<file path="src/hw/wbCtrlPkg.sv">
`default_nettype none

package wbCtrlPkg;

  typedef enum logic {
    opStreamUp = 1'b0,               // Consecutive words from the base.
    opRepeat   = 1'b1                // Same word cmdLen times.
  } cmdOpE;

  typedef enum logic [1:0] {
    stIdle  = 2'd0,
    stIssue = 2'd1,
    stDrain = 2'd2
  } streamStateE;

  localparam int CreditMax = 4;      // Credit pool toward the array.
  localparam int LenWidth = 8;       // Width of the command length field.

endpackage

`default_nettype wire

</file>
<file path="src/hw/wbMemPkg.sv">
`default_nettype none

package wbMemPkg;

  // Memory geometry defaults.
  localparam int LaneWidth = 8;      // Bits per host write.
  localparam int LaneCount = 4;      // Lanes packed into one wide word.
  localparam int WordDepth = 64;     // Wide words in the RAM.
  localparam int ReadLatency = 3;    // Read request to data, at least 1.

  // Widths derived from the defaults above.
  localparam int WordWidth = LaneWidth * LaneCount;
  localparam int WordAddrWidth = $clog2(WordDepth);
  localparam int LaneSelWidth = $clog2(LaneCount);
  localparam int LaneAddrWidth = WordAddrWidth + LaneSelWidth;

  // Lane address layout: word index in the high bits, lane in the low bits.
  localparam int LaneSelLsb = 0;
  localparam int WordSelLsb = LaneSelWidth;

endpackage

`default_nettype wire
</file>
<file path="src/hw/memReadIf.sv">
`timescale 1ns/1ps
`default_nettype none

interface memReadIf #(
  parameter int AddrWidth = 6,
  parameter int DataWidth = 32
);

  logic                 rdEn;
  logic [AddrWidth-1:0] rdAddr;
  logic [DataWidth-1:0] rdData;
  logic                 rdValid;

  // Streamer side.
  modport requester (
    output rdEn, rdAddr,
    input  rdData, rdValid
  );

  // Store side, one rdValid per rdEn in issue order.
  modport responder (
    input  rdEn, rdAddr,
    output rdData, rdValid
  );

endinterface

`default_nettype wire

</file>
<file path="src/hw/weightBufferTop.sv">
`timescale 1ns/1ps
`default_nettype none

module weightBufferTop #(
  parameter  int LaneWidth = wbMemPkg::LaneWidth,
  parameter  int LaneCount = wbMemPkg::LaneCount,
  parameter  int WordDepth = wbMemPkg::WordDepth,
  parameter  int ReadLatency = wbMemPkg::ReadLatency,
  parameter  int CreditMax = wbCtrlPkg::CreditMax,
  localparam int WordAddrWidth = $clog2(WordDepth),
  localparam int LaneAddrWidth = WordAddrWidth + $clog2(LaneCount),
  localparam int WordWidth = LaneWidth * LaneCount
) (
  input  logic                           clkA,
  input  logic                           arstN,
  input  logic                           wrEn,
  input  logic [LaneAddrWidth-1:0]       wrAddr,
  input  logic [LaneWidth-1:0]           wrData,
  input  logic                           cmdValid,
  input  wbCtrlPkg::cmdOpE               cmdOp,
  input  logic [WordAddrWidth-1:0]       cmdBase,
  input  logic [wbCtrlPkg::LenWidth-1:0] cmdLen,
  output logic                           cmdReady,
  output logic                           outValid,
  output logic [WordWidth-1:0]           outData,
  output logic                           outLast,
  input  logic                           creditReturn
);

  memReadIf #(
    .AddrWidth (WordAddrWidth),
    .DataWidth (WordWidth)
  ) i_memReadIf ();

  weightStore #(
    .LaneWidth   (LaneWidth),
    .LaneCount   (LaneCount),
    .WordDepth   (WordDepth),
    .ReadLatency (ReadLatency)
  ) i_weightStore (
    .clkA   (clkA),
    .arstN  (arstN),
    .wrEn   (wrEn),
    .wrAddr (wrAddr),
    .wrData (wrData),
    .rd     (i_memReadIf.responder)
  );

  weightStreamer #(
    .LaneWidth   (LaneWidth),
    .LaneCount   (LaneCount),
    .WordDepth   (WordDepth),
    .ReadLatency (ReadLatency),
    .CreditMax   (CreditMax)
  ) i_weightStreamer (
    .clkA         (clkA),
    .arstN        (arstN),
    .cmdValid     (cmdValid),
    .cmdOp        (cmdOp),
    .cmdBase      (cmdBase),
    .cmdLen       (cmdLen),
    .cmdReady     (cmdReady),
    .rd           (i_memReadIf.requester),
    .outValid     (outValid),
    .outData      (outData),
    .outLast      (outLast),
    .creditReturn (creditReturn)
  );

endmodule

`default_nettype wire

</file>
<file path="src/hw/weightStreamer.sv">
`timescale 1ns/1ps
`default_nettype none

module weightStreamer #(
  parameter  int LaneWidth = wbMemPkg::LaneWidth,
  parameter  int LaneCount = wbMemPkg::LaneCount,
  parameter  int WordDepth = wbMemPkg::WordDepth,
  parameter  int ReadLatency = wbMemPkg::ReadLatency,
  parameter  int CreditMax = wbCtrlPkg::CreditMax,
  localparam int WordAddrWidth = $clog2(WordDepth),
  localparam int WordWidth = LaneWidth * LaneCount,
  localparam int LenWidth = wbCtrlPkg::LenWidth,
  localparam int CreditWidth = $clog2(CreditMax + 1)
) (
  input  logic                     clkA,
  input  logic                     arstN,
  input  logic                     cmdValid,
  input  wbCtrlPkg::cmdOpE         cmdOp,
  input  logic [WordAddrWidth-1:0] cmdBase,
  input  logic [LenWidth-1:0]      cmdLen,
  output logic                     cmdReady,
  memReadIf.requester              rd,
  output logic                     outValid,
  output logic [WordWidth-1:0]     outData,
  output logic                     outLast,
  input  logic                     creditReturn
);

  wbCtrlPkg::streamStateE   state;
  wbCtrlPkg::cmdOpE         curOp;
  logic [WordAddrWidth-1:0] curAddr;
  logic [LenWidth-1:0]      issueLeft;     // Reads still to issue.
  logic [LenWidth-1:0]      retLeft;       // Words still to come back.
  logic [CreditWidth-1:0]   creditCount;
  logic                     cmdAccept;
  logic                     issue;

  if (ReadLatency < 1) begin : gLatencyCheck
    $error("weightStreamer needs a read latency of at least 1");
  end

  assign cmdReady  = (state == wbCtrlPkg::stIdle);
  assign cmdAccept = cmdValid && cmdReady;
  assign issue     = (state == wbCtrlPkg::stIssue) && (creditCount != '0);

  assign rd.rdEn   = issue;
  assign rd.rdAddr = curAddr;

  always_ff @(posedge clkA or negedge arstN) begin
    if (!arstN) begin
      state     <= wbCtrlPkg::stIdle;
      curOp     <= wbCtrlPkg::opStreamUp;
      curAddr   <= '0;
      issueLeft <= '0;
    end else begin
      case (state)
        wbCtrlPkg::stIdle: begin
          if (cmdAccept) begin
            curOp     <= cmdOp;
            curAddr   <= cmdBase;
            issueLeft <= cmdLen;
            state     <= wbCtrlPkg::stIssue;
          end
        end
        wbCtrlPkg::stIssue: begin
          if (issue) begin
            issueLeft <= issueLeft - LenWidth'(1);
            if (curOp == wbCtrlPkg::opStreamUp) begin
              curAddr <= curAddr + WordAddrWidth'(1);   // Repeat keeps the address.
            end
            if (issueLeft == LenWidth'(1)) begin
              state <= wbCtrlPkg::stDrain;
            end
          end
        end
        wbCtrlPkg::stDrain: begin
          if (outLast) begin
            state <= wbCtrlPkg::stIdle;   // Ready again one cycle after the last word.
          end
        end
        default: state <= wbCtrlPkg::stIdle;
      endcase
    end
  end

  // Spend on issue, refill on return; both may land together.
  always_ff @(posedge clkA or negedge arstN) begin
    if (!arstN) begin
      creditCount <= CreditWidth'(CreditMax);
    end else begin
      case ({issue, creditReturn})
        2'b10:   creditCount <= creditCount - CreditWidth'(1);
        2'b01:   creditCount <= creditCount + CreditWidth'(1);
        default: creditCount <= creditCount;
      endcase
    end
  end

  always_ff @(posedge clkA or negedge arstN) begin
    if (!arstN) begin
      retLeft <= '0;
    end else if (cmdAccept) begin
      retLeft <= cmdLen;
    end else if (rd.rdValid) begin
      retLeft <= retLeft - LenWidth'(1);
    end
  end

  always_ff @(posedge clkA or negedge arstN) begin
    if (!arstN) begin
      outValid <= 1'b0;
      outLast  <= 1'b0;
    end else begin
      outValid <= rd.rdValid;
      outLast  <= rd.rdValid && (retLeft == LenWidth'(1));
    end
  end

  always_ff @(posedge clkA) begin
    if (rd.rdValid) begin
      outData <= rd.rdData;
    end
  end

endmodule

`default_nettype wire

</file>
<file path="src/hw/weightStore.sv">
`timescale 1ns/1ps
`default_nettype none

module weightStore #(
  parameter  int LaneWidth = wbMemPkg::LaneWidth,
  parameter  int LaneCount = wbMemPkg::LaneCount,
  parameter  int WordDepth = wbMemPkg::WordDepth,
  parameter  int ReadLatency = wbMemPkg::ReadLatency,
  localparam int LaneAddrWidth = $clog2(WordDepth) + $clog2(LaneCount),
  localparam int WordWidth = LaneWidth * LaneCount
) (
  input  logic                     clkA,
  input  logic                     arstN,
  input  logic                     wrEn,
  input  logic [LaneAddrWidth-1:0] wrAddr,
  input  logic [LaneWidth-1:0]     wrData,
  memReadIf.responder              rd
);

  logic [WordWidth-1:0]   ramData;
  logic [ReadLatency-1:0] validPipe;   // Stage 0 matches the RAM register.

  asymRamSdp #(
    .LaneWidth (LaneWidth),
    .LaneCount (LaneCount),
    .WordDepth (WordDepth)
  ) i_asymRamSdp (
    .clkA   (clkA),
    .wrEn   (wrEn),
    .wrAddr (wrAddr),
    .wrData (wrData),
    .rdEn   (rd.rdEn),
    .rdAddr (rd.rdAddr),
    .rdData (ramData)
  );

  always_ff @(posedge clkA or negedge arstN) begin
    if (!arstN) begin
      validPipe <= '0;
    end else begin
      validPipe[0] <= rd.rdEn;
      for (int i = 1; i < ReadLatency; i++) begin
        validPipe[i] <= validPipe[i-1];
      end
    end
  end

  if (ReadLatency > 1) begin : gDataPipe
    logic [WordWidth-1:0] dataPipe [ReadLatency-1];

    // Free-running shift; the valid bit marks the live words.
    always_ff @(posedge clkA) begin
      dataPipe[0] <= ramData;
      for (int i = 1; i < ReadLatency - 1; i++) begin
        dataPipe[i] <= dataPipe[i-1];
      end
    end

    assign rd.rdData = dataPipe[ReadLatency-2];
  end else begin : gNoPipe
    assign rd.rdData = ramData;
  end

  assign rd.rdValid = validPipe[ReadLatency-1];

endmodule

`default_nettype wire

</file>
<file path="src/hw/asymRamSdp.sv">
`timescale 1ns/1ps
`default_nettype none

module asymRamSdp #(
  parameter  int LaneWidth = wbMemPkg::LaneWidth,
  parameter  int LaneCount = wbMemPkg::LaneCount,
  parameter  int WordDepth = wbMemPkg::WordDepth,
  localparam int LaneSelWidth = $clog2(LaneCount),
  localparam int WordAddrWidth = $clog2(WordDepth),
  localparam int LaneAddrWidth = WordAddrWidth + LaneSelWidth,
  localparam int WordWidth = LaneWidth * LaneCount
) (
  input  logic                     clkA,
  input  logic                     wrEn,
  input  logic [LaneAddrWidth-1:0] wrAddr,   // Lane address.
  input  logic [LaneWidth-1:0]     wrData,
  input  logic                     rdEn,
  input  logic [WordAddrWidth-1:0] rdAddr,   // Word address.
  output logic [WordWidth-1:0]     rdData
);

  logic [WordWidth-1:0]     mem [WordDepth];
  logic [WordAddrWidth-1:0] wrWord;
  logic [LaneSelWidth-1:0]  wrLane;
  logic [LaneCount-1:0]     laneWe;

  assign wrWord = wrAddr[LaneAddrWidth-1:LaneSelWidth];
  assign wrLane = wrAddr[LaneSelWidth-1:0];

  // One-hot lane enable from the low address bits.
  always_comb begin
    laneWe = '0;
    laneWe[wrLane] = wrEn;
  end

  // Only the selected lane changes; neighbours keep their contents.
  always_ff @(posedge clkA) begin
    for (int l = 0; l < LaneCount; l++) begin
      if (laneWe[l]) begin
        mem[wrWord][l*LaneWidth +: LaneWidth] <= wrData;
      end
    end
  end

  // Wide read port, read-before-write on an address collision.
  always_ff @(posedge clkA) begin
    if (rdEn) begin
      rdData <= mem[rdAddr];
    end
  end

endmodule

`default_nettype wire

</file>
<file path="config.mk">
export PLATFORM = sky130hd
export DESIGN_NAME = weightBufferTop
export DESIGN_NICKNAME = d
export VERILOG_FILES = /design/src/hw/wbCtrlPkg.sv /design/src/hw/wbMemPkg.sv /design/src/hw/memReadIf.sv /design/src/hw/weightBufferTop.sv /design/src/hw/weightStreamer.sv /design/src/hw/weightStore.sv /design/src/hw/asymRamSdp.sv
export SDC_FILE = /design/constraint.sdc
export NUM_CORES = 2
export LEC_CHECK = 0
export BUFFER_PORTS_ARGS = -buffer_cell sky130_fd_sc_hd__buf_2
export CORE_ASPECT_RATIO = 1.2
export CORE_MARGIN = 5
export CORE_UTILIZATION = 55
export DETAILED_ROUTE_END_ITERATION = 7
export HOLD_SLACK_MARGIN = 0.08
export PLACE_DENSITY = 0.71
export SKIP_LAST_GASP = 1
export SYNTH_ARGS = -nofsm -noshare
export SYNTH_HDL_FRONTEND = slang
export SYNTH_SLANG_ARGS = --single-unit
</file>
<file path="constraint.sdc">
create_clock -name clkA -period 4.9 [get_ports clkA]
set_input_delay 0.245 -clock clkA [delete_from_list [all_inputs] [get_ports clkA]]
set_output_delay 0.245 -clock clkA [all_outputs]
set_load 0.01 [all_outputs]
</file>
# Yosys cells after proc, flatten, opt, wreduce, memory -nomap -nowiden
# Memory sizes are Yosys's and may differ from the RTL's. A register that Yosys moved wholly into a read port is not among the register bits.
# Cells that the tools add are included.
[totals]
input_bits = 36
ramBits = 2112
regBits = 33
memories = 2
[op_classes]
n_lt_le_gt_ge = 2
addsub = 5
n_mux = 25
n_eq_ne = 11
reduce_logical = 13
n_bitwise = 1
[mem_list]
columns = ["memory", "depth", "width", "rd", "rd_ports_with_merged_regs", "write_ports", "line", "source"]
rows = [
  ["i_weightStore.i_asymRamSdp.mem", 64, 32, 1, 1, 1, "asymRamSdp.sv:22", "logic [WordWidth-1:0] mem [WordDepth];"],
  ["i_weightStore.gDataPipe.dataPipe", 2, 32, 2, 1, 2, "weightStore.sv:49", "logic [WordWidth-1:0] dataPipe [ReadLatency-1];"],
]
[op_table]
columns = ["cell", "n"]
rows = [
  ["$mux 8", 4],
  ["$mux 6", 3],
  ["$eq 8x1->1 const B", 2],
  ["$pmux 8 s2", 1],
  ["$sub 8x1->8 const B", 2],
  ["$pmux 6 s2", 1],
  ["$mux 1", 9],
  ["$mux 2", 4],
  ["$ne 2x2->1 const B", 4],
  ["$reduce_and 4->1", 2],
  ["$add 6x1->6 const B", 1],
  ["$pmux 2 s3", 1],
  ["$pmux 3 s2", 1],
  ["$reduce_bool 2->1", 3],
  ["$and 4x4->4", 1],
  ["$eq 2x1->1 const B", 2],
  ["$eq 2x2->1 const B", 2],
  ["$logic_and 1x1->1", 4],
  ["$add 3x1->3 const B", 1],
  ["$lt 2x3->1 const B", 1],
  ["$reduce_and 3->1", 1],
  ["$reduce_bool 3->1", 1],
  ["$sub 3x1->3 const B", 1],
  ["$demux 1 s2", 1],
  ["4 further kinds", 4],
]

# Depth between registers and ports, before layout
[logic_depth]
word_depth = 7
mapped_depth = 10

# Modules after synthesis
# From an unflattened synthesis, not the netlist that was laid out.
[hier_totals]
cells_unflattened = 3833
hier_area_um2 = 84676.2
[by_module_without_submodules]
columns = ["mod", "area_per_inst_um2", "cells_per_inst", "instances"]
rows = [
  ["asymRamSdp", 80439.6, 3525, 1],
  ["weightStreamer", 2640.0, 209, 1],
  ["weightStore", 1596.5, 99, 1],
]

# Least setup slack after synthesis
# No wires, ideal clock.
[synth_path]
kind = "register to register"
from = "register i_weightStore.validPipe[2]"
to = "register i_weightStreamer.retLeft[7]"
path_buffers = 0
required_ns = 4.771
path_slack_ns = 2.564
setup_ns = 0.129
stages_incl_launch_ff = 6
arrival_time_ns = 2.206
cell_sequence = "dfrtp_1 -> or4b_1 -> nor2_1 -> nor4b_1 -> xnor2_1 -> o21ai_1"
[synth_via]
elab_chain_cells = 1
[synth_rtl]
columns = ["item", "line", "source"]
rows = [
  ["start: declaration", "weightStore.sv:21", "logic [ReadLatency-1:0] validPipe;"],
  ["start signal: indexed assignment", "weightStore.sv:43", "validPipe[i] <= validPipe[i-1];"],
  ["$reduce_bool 2->1 (no line)", "--", ""],
  ["end signal: assignment", "weightStreamer.sv:103", "retLeft <= cmdLen;"],
  ["end signal: assignment", "weightStreamer.sv:105", "retLeft <= retLeft - LenWidth'(1);"],
  ["end: declaration", "weightStreamer.sv:33", "logic [LenWidth-1:0] retLeft;"],
]
# No other way between the ends.
# A chain may end at the register's enable or synchronous reset.

==> metrics <==
Worst EP arrival=4.46 ns; hold violation count in the final report=0; Syn Inst Count=around 4,000; share of total power in sequential cells=43.7%; CP delay by family, top=compound AO/OA/AOI/OAI gates; CTS tree=built; flop and latch count out of synthesis=2,209; Routed met2 length=between 100 and 150 mm; synth warn=0; Synth Flop Type=edfxtp_1; WL per Instance=32.9 um; period utilization=80.4%; Hold Crit Class=in -> reg; power per cell area=between 500 and 600 nW/um^2; Critical Path End Type=register; CTS sink count=2,209; Residual DRC=0; CP max FO=47; H-tree depth=4; via count=42,005; Place WS=1.07 ns; Area Growth Syn to Fin=10.8%; crit path launch type=register; MaxCap Viol Count=0; Final Hold Slack=between 0.06 and 0.07 ns; Post-synth ARST share=roughly 1.5%; Placer Congestion=0.875; Tmin final=3.94 ns; maximum VDD drop=around 360 uV; Antenna Violating Nets Remaining=0; met1 WL=76.0 mm; setup repair bufs after CTS=0; post-synth cell types=62; sw power=about 16 mW; share of cells above drive strength 1=20.7%; sw frac=30.9%; syn avg cell area=20.6 um^2; Critical Path Max Stage Delay=roughly 1 ns; Crit-path slowest cell=dfrtp_4; die footprint=161,000 um^2; WP data required=5.42 ns; Int Pwr=35.7 mW; Initial Utilization=55.3%; clock network fraction of total power=29.4%; core footprint=approximately 150,000 um^2; CTS root buf=clkbuf_16; post-synth net total=approximately 4,100; number of fill cells=approximately 10,000; Final #Nets=4,277; hold path cells=1; relative slew slack=4.86%; TritonCTS Buffers=197; initial antenna violation count=17; setup tns final=0 ns; Post-synth EDFFs=2,112; commonest non-fill, non-tap cells in the layout=edfxtp_1, mux4_2, nor2_1, mux2i_1, clkbuf_16; DR pass1 iterations=6; Ports=slightly above 70; CTS max path bufs=3; Stages on worst setup path=6; IO buf count=70; Inst Count DP=6,001; sequential area share after synthesis=77.7%; First DRT Iteration DRCs=between 5,000 and 6,000; post-synthesis cell area=roughly 84,000 um^2; Fmax=0.254 GHz; clock-pin slew on the worst setup and hold paths=0.06 ns; met3 routed WL=21.3 mm; worst-margin pin slew=1.41 ns; routed wire length=211 mm; height of the die=439 um; final setup margin=0.959 ns; # rows=157; Pins Over Slew Limit=0; pin count of the biggest net entering global routing=185; CP bufs+invs=1; Remaining Overflow, GRT=0; status=finished, final reports clean; vias in the first global route=41,904; drt via density=roughly 6.6; Fin Clk Skew=0.0402 ns; Reg2Reg Depth=6; top routing layer used=met5; crit-path cells=buf_12 > mux4_2 > mux2_2 > a221oi_1 > a221o_1 > nor3_2; gr usage total=a little over a quarter; leakage power total=29.6 nW; combinational share of power=27.0%; Worst-Skew Late Latency=0.83 ns; Finished Layout Cells=6,399; final setup fails=0; most common cell after layout, fill and taps aside=edfxtp_1; hold_buf cts=21; PostCTS Resize Cnt=0; Crit Path Category=reg -> reg; Die Width=about 370 um; RSZ-0062 raised after global routing=false; final design utilization=61.3%; HPWL after DPL=between 100 and 150 mm; first-pass GRT wire length=302 mm
-- cell usage after synthesis, drive strengths merged, types with 3 or more instances --
master | instances | share of area, %
nor3 | 12 | 0.077
a221oi | 7 | 0.080
nand2b | 5 | 0.037
o22ai | 65 | 0.48
o221ai | 56 | 0.58
mux2i | 249 | 3.0
mux4 | 423 | 11
nand3 | 17 | 0.10
ha | 6 | 0.089
or3b | 3 | 0.031
a211o | 23 | 0.24
clkbuf | 93 | 0.41
and3 | 4 | 0.030
a31oi | 3 | 0.022
o21ai | 68 | 0.40
a211oi | 27 | 0.24
or3 | 4 | 0.030
nor2 | 317 | 1.4
nand3b | 4 | 0.036
mux2 | 20 | 0.27
and2 | 3 | 0.022
nor3b | 6 | 0.053
nand2 | 140 | 0.62
a22o | 29 | 0.30
a22oi | 57 | 0.51
xnor2 | 6 | 0.062
xor2 | 4 | 0.042
dfrtp | 32 | 0.95
edfxtp | 2112 | 75
a21oi | 38 | 0.23
o31ai | 5 | 0.045
inv | 7 | 0.031
dfxtp | 64 | 1.5
buf | 140 | 1.2
nor4b | 3 | 0.031
nor2b | 8 | 0.059
-- per-stage QoR --
stage                     total power [mW]  area (um^2)
after global routing                  53.2        93400
after CTS                             51.7        93400
final                                 51.6        93400
after global placement                36.7        86900
after detailed placement              36.8        86900
after floorplan                       31.5        84300
-- area by class of cell --
cell class                      count  area [um^2]  area share (%)
Tap cell                         1987         2490            2.66
Clock inverter                    104          953            1.02
Multi-Input combinational cell   1634        17400            18.7
Timing Repair Buffer              184         1600            1.71
Antenna cell                        7         17.5          0.0187
Inverter                            8         30.0          0.0321
Sequential cell                  2209        65500            70.1
Clock buffer                      266         5380            5.76
-- worst paths after layout --
check | startpoint | end | slack [ns]
worst min register to register | i_weightStore.gDataPipe.dataPipe[0][12] | i_weightStore.gDataPipe.dataPipe[1][12] | 0.32
min in group asynchronous | arstN | i_weightStreamer.creditCount[2] | 0.48
worst min-delay path | wrData[3] | i_weightStore.i_asymRamSdp.mem[62][3] | 0.07
worst max-delay path | i_weightStreamer.rd.rdAddr[0] | i_weightStore.i_asymRamSdp.rdData[14] | 0.96
max in group asynchronous | arstN | i_weightStreamer.rd.rdAddr[2] | 4.18
worst max register to register | i_weightStreamer.rd.rdAddr[0] | i_weightStore.i_asymRamSdp.rdData[14] | 0.96
-- sequential cells by signal (all words and copies together) (netlist names) --
| signal | flops |
|---|---|
| i_weightStore.i_asymRamSdp.mem | 2048 |
| i_weightStore.gDataPipe.dataPipe | 64 |
| i_weightStore.i_asymRamSdp.rdData | 32 |
| i_weightStreamer.outData | 32 |
| i_weightStreamer.issueLeft | 8 |
| i_weightStreamer.retLeft | 8 |
| i_weightStreamer.rd.rdAddr | 6 |
| i_weightStore.validPipe | 3 |
| i_weightStreamer.creditCount | 3 |
| i_weightStreamer.state | 2 |
| i_weightStreamer.curOp | 1 |
| i_weightStreamer.outLast | 1 |
| i_weightStreamer.outValid | 1 |
-- power groups by stage --
stage / Clock (mW) / Combinational [mW] / Sequential, mW
final: 15.2 / 13.9 / 22.6
after global placement: 0 / 13.7 / 22.9
after detailed placement: 0 / 13.8 / 22.9
after CTS: 15.3 / 13.9 / 22.5
after global routing: 16.1 / 14.5 / 22.6
after floorplan: 0 / 9.20 / 22.3
-- per-layer routing --
metal	GRT usage [%]	up-vias
li1	-	17095
met2	41.7	2498
met3	5.68	465
met5	0	-
met1	35.1	21933
met4	12.3	14
-- cell families (layout without fill, tap and decap cells) --
logic type	count (synthesis)	count (layout)	synth area share [%]
flip-flops	2209	2209	77.7
multiplexers	692	692	14.5
AND/OR/NAND/NOR	537	537	2.66
AO/OA/AOI/OAI	388	388	3.23
buffers and inverters	241	562	1.65
XOR/XNOR	10	10	0.104
adder cells (fa/ha/maj)	7	7	0.113
other	0	7	0
No activity file was read; power rests on OpenSTA's default activity.
